$ cat src/hw/rv_isa_pkg.sv
package rv_isa_pkg;

    localparam int reg_addr_w = 5;   // x0..x31
    localparam int csr_addr_w = 12;
    localparam int xlen       = 32;

    // major opcode, bits [6:0] of the instruction
    typedef enum logic [6:0] {
        op_load   = 7'b0000011,
        op_store  = 7'b0100011,
        op_branch = 7'b1100011,
        op_jal    = 7'b1101111,
        op_jalr   = 7'b1100111,
        op_imm    = 7'b0010011,   // alu with immediate
        op_reg    = 7'b0110011,   // alu reg-reg
        op_lui    = 7'b0110111,
        op_auipc  = 7'b0010111,
        op_system = 7'b1110011    // csr access, ecall, ebreak, mret
    } opcode_e;

endpackage

$ cat src/hw/pipe_ctrl_pkg.sv
package pipe_ctrl_pkg;

    // source of one EX operand
    typedef enum logic [1:0] {
        fwd_none = 2'd0,   // register file read
        fwd_mem  = 2'd1,   // result sitting in MEM
        fwd_wb   = 2'd2    // result sitting in WB
    } fwd_sel_e;

    // pipeline registers, also the bit index in the 4-bit stall and flush vectors
    typedef enum logic [1:0] {
        stage_if_id  = 2'd0,
        stage_id_ex  = 2'd1,
        stage_ex_mem = 2'd2,
        stage_mem_wb = 2'd3
    } stage_e;

endpackage

$ cat src/hw/hazard_unit.sv
`timescale 1ns/1ps

module hazard_unit
    import rv_isa_pkg::*, pipe_ctrl_pkg::*;
(
    input  logic                  clk,
    input  logic                  reset,

    // ID stage
    input  logic [reg_addr_w-1:0] id_rs1,
    input  logic [reg_addr_w-1:0] id_rs2,

    // EX stage
    input  logic [reg_addr_w-1:0] ex_rd,
    input  logic [reg_addr_w-1:0] ex_rs1,
    input  logic [reg_addr_w-1:0] ex_rs2,
    input  opcode_e               ex_opcode,
    input  logic [csr_addr_w-1:0] ex_csr_addr,
    input  logic                  ex_jump,

    // MEM stage
    input  logic [reg_addr_w-1:0] mem_rd,
    input  logic                  mem_reg_we,
    input  logic                  mem_csr_we,
    input  logic [csr_addr_w-1:0] mem_csr_addr,

    // WB stage
    input  logic [reg_addr_w-1:0] wb_rd,
    input  logic                  wb_reg_we,
    input  logic                  wb_csr_we,
    input  logic [csr_addr_w-1:0] wb_csr_addr,

    input  logic                  branch_miss,
    input  logic                  trap_done,
    input  logic                  csr_ready,
    input  logic                  standby_mode,
    input  logic                  replay_flush,

    output fwd_sel_e              fwd_rs1,
    output fwd_sel_e              fwd_rs2,
    output logic                  csr_hit_mem,
    output logic                  csr_hit_wb,

    output logic                  if_id_stall,
    output logic                  id_ex_stall,
    output logic                  ex_mem_stall,
    output logic                  mem_wb_stall,
    output logic                  if_id_flush,
    output logic                  id_ex_flush,
    output logic                  ex_mem_flush,
    output logic                  mem_wb_flush
);

    logic load_use;
    logic mem_hit_rs1, mem_hit_rs2;
    logic wb_hit_rs1, wb_hit_rs2;
    logic standby_q;       // standby_mode one cycle ago
    logic standby_entry;   // one-cycle pulse after standby rises

    // load result not ready until MEM, so ID must wait a cycle
    assign load_use = (ex_opcode == op_load) && (ex_rd != '0)
                      && ((ex_rd == id_rs1) || (ex_rd == id_rs2));

    // x0 writes never forward
    assign mem_hit_rs1 = mem_reg_we && (mem_rd != '0) && (mem_rd == ex_rs1);
    assign mem_hit_rs2 = mem_reg_we && (mem_rd != '0) && (mem_rd == ex_rs2);
    assign wb_hit_rs1  = wb_reg_we && (wb_rd != '0) && (wb_rd == ex_rs1);
    assign wb_hit_rs2  = wb_reg_we && (wb_rd != '0) && (wb_rd == ex_rs2);

    // MEM holds the younger write, so it wins
    assign fwd_rs1 = mem_hit_rs1 ? fwd_mem : (wb_hit_rs1 ? fwd_wb : fwd_none);
    assign fwd_rs2 = mem_hit_rs2 ? fwd_mem : (wb_hit_rs2 ? fwd_wb : fwd_none);

    // both reported, priority resolved in operand_forward
    assign csr_hit_mem = mem_csr_we && (mem_csr_addr == ex_csr_addr);
    assign csr_hit_wb  = wb_csr_we && (wb_csr_addr == ex_csr_addr);

    always_ff @(posedge clk or posedge reset) begin
        if (reset) begin
            standby_q     <= 1'b0;
            standby_entry <= 1'b0;
        end else begin
            standby_q     <= standby_mode;
            standby_entry <= standby_mode && !standby_q;
        end
    end

    // later rules override the stalls of earlier ones, flushes accumulate
    always_comb begin
        if_id_stall  = 1'b0;
        id_ex_stall  = 1'b0;
        ex_mem_stall = 1'b0;
        mem_wb_stall = 1'b0;
        if_id_flush  = 1'b0;
        id_ex_flush  = 1'b0;
        ex_mem_flush = 1'b0;
        mem_wb_flush = 1'b0;   // never requested by this unit

        if (load_use) begin
            if_id_stall  = 1'b1;
            id_ex_stall  = 1'b1;
            ex_mem_stall = 1'b1;
            mem_wb_stall = 1'b1;
            id_ex_flush  = 1'b1;   // bubble into EX
        end

        if (trap_done && (branch_miss || ex_jump)) begin
            if_id_flush = 1'b1;
            id_ex_flush = 1'b1;
        end

        if (replay_flush) begin
            if_id_flush  = 1'b1;
            id_ex_flush  = 1'b1;
            ex_mem_flush = 1'b1;
        end

        if (standby_mode) begin
            // front end held, back end drains
            if_id_stall  = 1'b1;
            id_ex_stall  = 1'b1;
            ex_mem_stall = 1'b0;
            mem_wb_stall = 1'b0;
            if (standby_entry)
                id_ex_flush = 1'b1;   // squash the faulting ID instruction
        end else if (!trap_done || !csr_ready) begin
            if_id_stall  = 1'b1;
            id_ex_stall  = 1'b1;
            ex_mem_stall = 1'b1;
            mem_wb_stall = 1'b1;
        end
    end

endmodule

$ cat src/hw/operand_forward.sv
`timescale 1ns/1ps

module operand_forward
    import rv_isa_pkg::*, pipe_ctrl_pkg::*;
(
    input  fwd_sel_e            fwd_rs1,
    input  fwd_sel_e            fwd_rs2,
    input  logic                csr_hit_mem,
    input  logic                csr_hit_wb,

    input  logic [xlen-1:0]     rf_rs1_data,
    input  logic [xlen-1:0]     rf_rs2_data,
    input  logic [xlen-1:0]     mem_result,
    input  logic [xlen-1:0]     wb_result,

    input  logic [xlen-1:0]     csr_rdata,       // from the CSR file
    input  logic [xlen-1:0]     mem_csr_wdata,
    input  logic [xlen-1:0]     wb_csr_wdata,

    output logic [xlen-1:0]     ex_op1,
    output logic [xlen-1:0]     ex_op2,
    output logic [xlen-1:0]     ex_csr_value
);

    // one operand mux, shared by rs1 and rs2
    function automatic logic [xlen-1:0] pick_operand(
        input fwd_sel_e        sel,
        input logic [xlen-1:0] rf_word,
        input logic [xlen-1:0] mem_word,
        input logic [xlen-1:0] wb_word
    );
        logic [xlen-1:0] word;
        case (sel)
            fwd_mem: word = mem_word;
            fwd_wb:  word = wb_word;
            default: word = rf_word;   // fwd_none and the unused code
        endcase
        return word;
    endfunction

    always_comb begin
        ex_op1 = pick_operand(fwd_rs1, rf_rs1_data, mem_result, wb_result);
        ex_op2 = pick_operand(fwd_rs2, rf_rs2_data, mem_result, wb_result);
    end

    // MEM write is younger than WB write
    always_comb begin
        if (csr_hit_mem)
            ex_csr_value = mem_csr_wdata;
        else if (csr_hit_wb)
            ex_csr_value = wb_csr_wdata;
        else
            ex_csr_value = csr_rdata;
    end

endmodule

$ cat src/hw/pipe_control.sv
`timescale 1ns/1ps

module pipe_control
    import rv_isa_pkg::*, pipe_ctrl_pkg::*;
(
    input  logic                  clk,
    input  logic                  reset,

    input  logic [reg_addr_w-1:0] id_rs1,
    input  logic [reg_addr_w-1:0] id_rs2,

    input  logic [reg_addr_w-1:0] ex_rd,
    input  logic [reg_addr_w-1:0] ex_rs1,
    input  logic [reg_addr_w-1:0] ex_rs2,
    input  opcode_e               ex_opcode,
    input  logic [csr_addr_w-1:0] ex_csr_addr,
    input  logic                  ex_jump,

    input  logic [reg_addr_w-1:0] mem_rd,
    input  logic                  mem_reg_we,
    input  logic                  mem_csr_we,
    input  logic [csr_addr_w-1:0] mem_csr_addr,

    input  logic [reg_addr_w-1:0] wb_rd,
    input  logic                  wb_reg_we,
    input  logic                  wb_csr_we,
    input  logic [csr_addr_w-1:0] wb_csr_addr,

    input  logic                  branch_miss,
    input  logic                  trap_done,
    input  logic                  csr_ready,
    input  logic                  standby_mode,
    input  logic                  replay_flush,

    input  logic [xlen-1:0]       rf_rs1_data,
    input  logic [xlen-1:0]       rf_rs2_data,
    input  logic [xlen-1:0]       mem_result,
    input  logic [xlen-1:0]       wb_result,
    input  logic [xlen-1:0]       csr_rdata,
    input  logic [xlen-1:0]       mem_csr_wdata,
    input  logic [xlen-1:0]       wb_csr_wdata,

    output logic                  if_id_stall,
    output logic                  id_ex_stall,
    output logic                  ex_mem_stall,
    output logic                  mem_wb_stall,
    output logic                  if_id_flush,
    output logic                  id_ex_flush,
    output logic                  ex_mem_flush,
    output logic                  mem_wb_flush,

    output fwd_sel_e              fwd_rs1,
    output fwd_sel_e              fwd_rs2,
    output logic [xlen-1:0]       ex_op1,
    output logic [xlen-1:0]       ex_op2,
    output logic [xlen-1:0]       ex_csr_value
);

    logic csr_hit_mem;
    logic csr_hit_wb;

    hazard_unit u_hazard (
        .clk          (clk),
        .reset        (reset),
        .id_rs1       (id_rs1),
        .id_rs2       (id_rs2),
        .ex_rd        (ex_rd),
        .ex_rs1       (ex_rs1),
        .ex_rs2       (ex_rs2),
        .ex_opcode    (ex_opcode),
        .ex_csr_addr  (ex_csr_addr),
        .ex_jump      (ex_jump),
        .mem_rd       (mem_rd),
        .mem_reg_we   (mem_reg_we),
        .mem_csr_we   (mem_csr_we),
        .mem_csr_addr (mem_csr_addr),
        .wb_rd        (wb_rd),
        .wb_reg_we    (wb_reg_we),
        .wb_csr_we    (wb_csr_we),
        .wb_csr_addr  (wb_csr_addr),
        .branch_miss  (branch_miss),
        .trap_done    (trap_done),
        .csr_ready    (csr_ready),
        .standby_mode (standby_mode),
        .replay_flush (replay_flush),
        .fwd_rs1      (fwd_rs1),
        .fwd_rs2      (fwd_rs2),
        .csr_hit_mem  (csr_hit_mem),
        .csr_hit_wb   (csr_hit_wb),
        .if_id_stall  (if_id_stall),
        .id_ex_stall  (id_ex_stall),
        .ex_mem_stall (ex_mem_stall),
        .mem_wb_stall (mem_wb_stall),
        .if_id_flush  (if_id_flush),
        .id_ex_flush  (id_ex_flush),
        .ex_mem_flush (ex_mem_flush),
        .mem_wb_flush (mem_wb_flush)
    );

    // selects also leave the top for observation
    operand_forward u_forward (
        .fwd_rs1       (fwd_rs1),
        .fwd_rs2       (fwd_rs2),
        .csr_hit_mem   (csr_hit_mem),
        .csr_hit_wb    (csr_hit_wb),
        .rf_rs1_data   (rf_rs1_data),
        .rf_rs2_data   (rf_rs2_data),
        .mem_result    (mem_result),
        .wb_result     (wb_result),
        .csr_rdata     (csr_rdata),
        .mem_csr_wdata (mem_csr_wdata),
        .wb_csr_wdata  (wb_csr_wdata),
        .ex_op1        (ex_op1),
        .ex_op2        (ex_op2),
        .ex_csr_value  (ex_csr_value)
    );

endmodule

$ cat config.mk
export PLATFORM = sky130hd
export DESIGN_NAME = pipe_control
export DESIGN_NICKNAME = d
export VERILOG_FILES = /design/src/hw/rv_isa_pkg.sv /design/src/hw/pipe_ctrl_pkg.sv /design/src/hw/hazard_unit.sv /design/src/hw/operand_forward.sv /design/src/hw/pipe_control.sv
export SDC_FILE = /design/constraint.sdc
export NUM_CORES = 1
export LEC_CHECK = 0
export ABC_AREA = 1
export BUFFER_PORTS_ARGS = -buffer_cell sky130_fd_sc_hd__clkbuf_2
export CAP_MARGIN = 20
export CELL_PAD_IN_SITES_DETAIL_PLACEMENT = 1
export CELL_PAD_IN_SITES_GLOBAL_PLACEMENT = 2
export CORE_ASPECT_RATIO = 0.8
export CORE_UTILIZATION = 13
export DETAILED_ROUTE_END_ITERATION = 8
export PLACE_DENSITY = 0.9
export SETUP_SLACK_MARGIN = 0.2
export SYNTH_ARGS = -nofsm -noshare
export SYNTH_HDL_FRONTEND = slang
export SYNTH_SLANG_ARGS = --single-unit
$ cat constraint.sdc
create_clock -name clk -period 1.5 [get_ports clk]
set_input_delay 0.15 -clock clk [delete_from_list [all_inputs] [get_ports clk]]
set_output_delay 0.15 -clock clk [all_outputs]
set_load 0.02 [all_outputs]
==> run summary, run 1 <==
The number of hold violations in the final report is 0. The tools report the final-report setup violation count as 99. The x dimension of the die works out to 189.7 um. nand3_1 takes more of the synthesized area than any other cell. The final weighted congestion in routability-driven placement is 0.9751, and the total power density per cell area is 287.8 nW/um^2. The net count of the mapped netlist is 1093, and the final instance count without filler cells is 1613.

The clock edge transition at the registers on the reported setup and hold paths is 0.03 ns, and the initial cell density of the core is 13.32%. Buffers placed on the I/O ports in this run total 420. In this run the remaining antenna-violating nets after routing total 0.

STA puts the critical path data required time at 1.35 ns. The tools report the clock latency on the worst-skew pair as 0.22 ns. The post-placement cell count was 1538.

The standard cell core area was 27500 sq um; the number of buffers created by CTS was 3. The run finished, with violations left. In the final timing run, aggregate negative setup slack is -20.06 ns. The top cell type by area accounts for 41.00% of the synthesized area. The first detailed-routing pass ran for 5 iterations.

The number of design-rule violations left by the first detailed-router iteration was 382. The tools report the total vias in the final route as 7802. Type of the worst setup path: in2out. The smallest setup slack after layout came out at -0.3004 ns. 422 I/O pins were placed. The highest fanout seen on the critical path came out at 6. In the post-synthesis netlist, the biggest area contributors are nand3_1 (41%), nand2_1 (22%), inv_1 (11%). In the final design database the tool counted 1565 nets.

After detailed routing, the number of remaining DRC violations is 0. Once layout is complete, the utilization of the core stands at 40.09%. The shortest clock period the worst path allows after layout was 1.800 ns; the post-route cell area was 11030 sq um.

The maximum root-to-sink buffer count came out at 2. The final count of pins violating max slew was 0; the wire length per cell after detailed routing was 23.35 um. The post-route netlist has 71.66% of its cells at a drive strength greater than 1. Summing every instance area after synthesis gives 3662 sq um. The average instance in the mapped netlist occupies 4.701 sq um. Synthesis handed over a netlist of 779 instances. The floorplan step defined a die boundary enclosing 28850 sq um. The placed instances occupy a cell area of 6334 sq um.

The share of the Yosys chip area taken by registers is 1.367%. In this run the static leakage power is 5.733 nW. Timing would allow up to 555.4 MHz. Yosys printed 0 warnings. Synthesis-stage register bit count: 2. The HPWL after detailed placement is 21.28 mm, and the number of clock sinks seen by CTS is 2. Using the TritonRoute via totals, the vias-per-cell ratio works out to 4.837.

The number of antenna diodes in the final layout is 0. The number of levels the H-tree was split into is 1. Yosys mapped the design onto 21 distinct sky130hd cell types. The first-pass GRT wire length is 42.49 mm, and the largest net degree at the start of global routing is 33. The number of antenna violations at the first check in global routing came out at 1. The routed wire length is 37.66 mm. The tightest min-delay check is of the in2reg type. The tree is rooted in a clkbuf_16. Global routing finished with a remaining overflow of 0. The tools report the element type at the critical path start as a primary input.

The tools report the category of the worst setup path capture point as an output pin. The area growth from synthesis to layout is 201.1%. Across the routed clock network, the largest skew measured is 0.001177 ns. The number of global-route vias before repair was 7216; the height of the die was 152.1 um. In this run the core area contains 54 standard-cell rows. Arrival time reported for the critical path endpoint: 1.65 ns.

The overall track demand over capacity in global routing was 18.87%. TritonCTS built the clock tree. The reported max-cap violation count is 0. The final reports fail on negative setup slack. The worst-case IR drop observed on VDD is 643.3 uV. In the finished design, the share of the clock period the worst path needs comes to 120.0%. Setup repair after global routing could not meet its margin everywhere.
-- cell usage in the layout (no fill, tap or decap), drive strengths merged --
| cell | netlist | routed |
|---|---|---|
| a21oi | 4 | 4 |
| buf | 56 | 187 |
| clkbuf | 0 | 338 |
| clkinv | 0 | 2 |
| conb | 1 | 1 |
| dfrtp | 2 | 2 |
| dlygate4sd3 | 0 | 1 |
| inv | 115 | 113 |
| nand2 | 219 | 219 |
| nand3 | 300 | 300 |
| nand4 | 4 | 4 |
| nor2 | 47 | 47 |
| nor3 | 6 | 6 |
| o21ai | 4 | 4 |
| or2 | 1 | 1 |
| xnor2 | 5 | 5 |
| xor2 | 15 | 15 |
-- final timing paths --
kind | end | slack, ns | cells after the start | from
worst min register to register | u_hazard.standby_entry$_DFF_PP0_ | 0.40 | 1 | u_hazard.standby_q$_DFF_PP0_
max in group asynchronous | u_hazard.standby_entry$_DFF_PP0_ | 1.07 | 3 | reset
worst min-delay path | u_hazard.standby_q$_DFF_PP0_ | 0.12 | 1 | standby_mode
worst max-delay path | ex_op2[12] | -0.30 | 11 | mem_rd[0]
min in group asynchronous | u_hazard.standby_q$_DFF_PP0_ | 0.32 | 3 | reset
worst max register to register | u_hazard.standby_entry$_DFF_PP0_ | 0.98 | 1 | u_hazard.standby_q$_DFF_PP0_
-- power by group --
group          internal (W)  switching, W
logic               0.00133       0.00139
registers         0.0000571   0.000000860
clock network      0.000339     0.0000552
total               0.00172       0.00145
-- sequential cells by signal (all words and copies together), names as in the netlist --
register / cells
u_hazard.standby_entry: 1
u_hazard.standby_q: 1
-- synth_stat cells --
library cell	number
xor2_1	15
inv_2	7
buf_6	6
dfrtp_1	2
a21oi_1	4
o21ai_1	1
buf_4	19
nand4_1	4
nand2_2	2
nor3_1	6
nor2_2	3
conb_1	1
nor2_1	41
nand3_1	300
nor2_4	3
nand2_1	217
or2_2	1
o21ai_0	3
xnor2_1	5
buf_2	31
inv_1	108
-- what timing repair did --
action                     4_1_cts  5_1_grt
hold endpoints to repair         2        0
hold buffers                     1        0
setup endpoints to repair      100      105
pin swaps                       30      145
resized for setup              274      584
setup buffers                    6       19
gates cloned                    11       35
-- stage by stage --
step | worst slack (ns) | total power, W | hold slack, ns
4_1_cts | -0.1586 | 0.002488 | 0.09769
5_1_grt | -0.3522 | 0.003325 | 0.1254
3_3_place_gp | -0.2420 | 0.001662 | -0.02064
6_report | -0.3004 | 0.003173 | 0.1170
2_1_floorplan | 0.2334 | 0.0008255 | -0.1088
3_5_place_dp | -0.2827 | 0.001688 | -0.01265
-- critical path, cell delays in order --
cell,delay (ns)
clkbuf_16,0.13
clkinv_8,0.05
nand2_4,0.04
nand4_1,0.16
nor2_2,0.21
nand3_4,0.20
buf_8,0.21
clkbuf_16,0.18
nand3_4,0.07
nand3_2,0.09
buf_8,0.15
-- cells by family (layout without fill, tap and decap cells) --
kind of cell	Yosys count	after routing	share of synthesized area, %
buffers and inverters	171	641	21.76
other	1	1	0.1024
AOI/OAI and AO/OA	8	8	1.093
xor gates and xnor gates	20	20	4.783
DFF	2	2	1.367
and+or+nand+nor	577	577	70.89
-- cell type report --
type | count | area (sq um)
clock buffers | 3 | 75.07
inverters | 115 | 474.2
repair buffers | 523 | 5089
fillers | 3292 | 16470
well taps | 364 | 455.4
flip-flops and latches | 2 | 50.05
multi-input cells | 606 | 4882
-- routing by layer --
layer	vias up	routed length, um	share of wire, %	track usage (%)
li1	3465	-	-	-
met1	3792	14980	40	24.04
met2	426	18880	50	33.65
met3	117	2390	6.3	2.449
met4	2	1396	3.7	3.725
met5	-	13	0.035	0
Note: power is estimated with default switching activity, not from simulation.
==> run 2: changes to the inputs <==
--- a/config.mk
+++ b/config.mk
@@ -14,6 +14,7 @@
 export CORE_UTILIZATION = 13
 export DETAILED_ROUTE_END_ITERATION = 8
 export PLACE_DENSITY = 0.9
+export RECOVER_POWER = 100
 export SETUP_SLACK_MARGIN = 0.2
 export SYNTH_ARGS = -nofsm -noshare
 export SYNTH_HDL_FRONTEND = slang
==> run 2 against run 1 <==
  * Largest power group unchanged
  * First-iteration DRC count down 3.4%
  * The flow still finishes with violations (negative setup slack)
  * Critical path depth unchanged
  * Maximum frequency down 0.14%
  * Sequential power about the same
  * Final cell count unchanged
  * Critical endpoint is now ex_op2[10]
  * Clock skew unchanged
  * Die area unchanged
==> run summary, run 2 (same netlist as run 1, synthesis figures left out) <==
The top cell types in the final layout, fill and taps aside, are clkbuf_2 (279), nand3_2 (169), nand2_1 (133). The tree is rooted in a clkbuf_16. Among all stages on the critical path, the largest delay is contributed by nor2_2.

The logs give 1613 (unchanged) for the final instance count without filler cells and 2 (unchanged) for the number of clock sinks seen by CTS. The cell area after placement is 6334 sq um (unchanged), and the total power after layout is 0.003164 W (-0.29%). The setup path with the least slack is of type in2out. The final worst hold slack came out at 0.1051 ns (-0.01187 ns). The share of power burned in combinational logic was 85.7% (about the same).

The final weighted congestion in routability-driven placement is 0.9751 (unchanged), and the clock edge transition at the registers on the reported setup and hold paths is 0.03 ns (about the same). The run gives 0.001718 W (-0.32%) as the internal power component. The logs give 0.98 ns (about the same) for the worst setup slack for register-to-register paths and 1538 (unchanged) for the post-placement cell count. The number of cells on the worst hold path is 1 (unchanged). The number of buffers created by CTS is 3 (unchanged), and the height of the die is 152.1 um (unchanged). The overall die area came out at 28850 sq um (unchanged). Traced cell by cell, the critical path runs through clkbuf_16 -> clkinv_8 -> nand2_4 -> nand4_1 -> nor2_2 -> nand3_4 -> buf_8 -> clkbuf_16 -> nand3_2 -> nand3_2 -> buf_8.

The final setup skew was 0.001177 ns (unchanged). The number of placement rows came out at 54 (unchanged). The wire length per cell after detailed routing came out at 23.31 um (-0.17%). The total power density per cell area came out at 287.6 nW/um^2 (about the same).

The first-pass GRT wire length is 42.49 mm (unchanged), and the number of antenna violations at the first check in global routing is 1 (unchanged). For the share of power burned in the clock network, the log shows 12.4% (about the same). In the final layout, the registers with the most flip-flops are u_hazard.standby_entry x1, u_hazard.standby_q x1. The count of buffering cells on the critical path with inverters included came out at 5 (unchanged). The largest vdd supply drop was 638.2 uV (-0.79%); the number of levels the H-tree was split into was 1 (unchanged). The routed wire length is 37.60 mm (-0.17%), and the post-route fraction of the period consumed by the critical path is 120.2% (+0.17 points). The worst setup path is launched from a primary input. Count of unresolved DRC violations after routing: 0 (unchanged). The smallest setup slack after layout is -0.3029 ns (-0.002526 ns), and the shortest clock period the worst path allows after layout is 1.803 ns (+0.002526 ns). The layout cell share with drive strength beyond 1 came out at 71.10% (-0.56 points). Fmax: 554.7 MHz (-0.14%). For the number of design-rule violations left by the first detailed-router iteration, the log shows 369 (-3.4%).

The via-per-instance ratio works out to 4.813 (-0.49%). The x dimension of the die works out to 189.7 um (unchanged). Net switching power of the design: 0.001447 W (-0.25%). For the initial cell density of the core, the log shows 13.32% (unchanged). The tools report the number of top-level design ports as 422 (unchanged). The highest fanout seen on the critical path was 6 (unchanged). Final-report setup violation count: 99 (unchanged). The run gives 5 (unchanged) as the number of search-and-repair iterations in the first detailed-routing pass. The required time of the critical path came out at 1.35 ns (about the same). The run finished, with violations left.

The most common cell after layout, fill and taps aside was clkbuf_2. Post-route cell area: 11000 sq um (-0.23%). The reported max-cap violation count came out at 0 (unchanged). The maximum single-stage delay on the critical path is 0.21 ns (about the same). The startpoint identified for the worst register-to-register timing path is u_hazard.standby_q$_DFF_PP0_. The standard cell core area was 27500 sq um (unchanged); the switching share of total power was 45.72% (about the same). The logs give 0 (unchanged) for the global route total overflow and 0 (unchanged) for the remaining antenna violation count. For the clock latency on the worst-skew pair, the log shows 0.22 ns (about the same).

The standby leakage power is 5.713 nW (-0.35%). The cell type group with the largest total delay on the critical path was simple AND/OR/NAND/NOR gates. The run gives 33 (unchanged) as the largest net degree at the start of global routing. The number of nets in the layout is 1565 (unchanged). Category of the worst setup path capture point: an output pin. For the overall track demand over capacity in global routing, the log shows 18.87% (unchanged). The total of buffers placed on input and output ports was 420 (unchanged). The path with the worst hold slack has its endpoint at u_hazard.standby_q$_DFF_PP0_. The HPWL after detailed placement is 21.28 mm (unchanged). The hold path startpoint was standby_mode.

Maximum root-to-sink buffer count: 2 (unchanged). The logs give 0 (unchanged) for the number of diodes and 7216 (unchanged) for the number of global-route vias before repair. For the number of hold violations in the final report, the log shows 0 (unchanged).

Relative to the synthesized area, the layout overhead comes to 200.4%. The arrival time reported for the critical path endpoint is 1.65 ns (about the same). The checks that failed: negative setup slack. The total vias in the final route was 7764 (-0.49%). Setup repair after global routing could not meet its margin everywhere.

In this run the worst hold path is classified as in2reg. The cell depth of the worst flop-to-flop path works out to 1 (unchanged). In this run the critical register-to-register path is captured at u_hazard.standby_entry$_DFF_PP0_.

The final count of pins violating max slew was 0 (unchanged). TritonCTS built the clock tree. The share of power burned in registers came out at 1.8% (about the same).
[run 2: per-layer routing]
| layer | track usage, % | routed length [um] | up-vias | part of all wire, % |
|---|---|---|---|---|
| met5 | 0 | 13 | - | 0.035 |
| met4 | 3.725 | 1327 | 2 | 3.5 |
| met3 | 2.449 | 2453 | 113 | 6.5 |
| met2 | 33.65 | 18950 | 410 | 50 |
| met1 | 24.04 | 14850 | 3776 | 39 |
| li1 | - | - | 3463 | - |
[run 2: worst max path at each step]
stage / start / end / slack (ns) / cells past startpoint
global placement: ex_csr_addr[1] / ex_csr_value[13] / -0.24 / 11
detailed placement: ex_csr_addr[0] / ex_csr_value[13] / -0.28 / 11
finish: mem_rd[0] / ex_op2[10] / -0.30 / 11
floorplan: wb_rd[3] / fwd_rs2[1] / 0.23 / 7
CTS: ex_csr_addr[2] / ex_csr_value[16] / -0.16 / 10
global route: ex_rs1[3] / ex_op1[12] / -0.35 / 12
[run 2: area by class of cell]
type                            instances  area [sq um]
Sequential cell                         2         50.05
Multi-Input combinational cell        606          4871
Inverter                              115         474.2
Fill cell                            3299         16500
Timing Repair Buffer                  523          5075
Tap cell                              364         455.4
Clock buffer                            3         75.07
[run 2: metrics by stage]
step | setup WS (ns) | util (%) | setup TNS, ns
finish | -0.3029 | 40.00 | -20.07
global placement | -0.2420 | 23.03 | -11.49
floorplan | 0.2334 | - | 0
CTS | -0.1586 | 28.93 | -10.02
detailed placement | -0.2827 | 23.03 | -15.57
global route | -0.3522 | 40.00 | -26.36
[run 2: power by group through the flow]
stage / clock network (W) / logic, W / registers, W
final: 0.000394 / 0.00271 / 0.0000580
after CTS: 0.000399 / 0.00203 / 0.0000580
after floorplan: 0 / 0.000767 / 0.0000582
after global routing: 0.000404 / 0.00286 / 0.0000582
after detailed placement: 0 / 0.00163 / 0.0000585
after global placement: 0 / 0.00160 / 0.0000586
[run 2: repair_timing]
item	in CTS	in global routing
hold endpoints to repair	2	0
pin swaps	30	145
hold buffers	1	0
gates resized for setup	274	584
buffers inserted	6	19
setup endpoints to repair	100	105
cloned	11	35
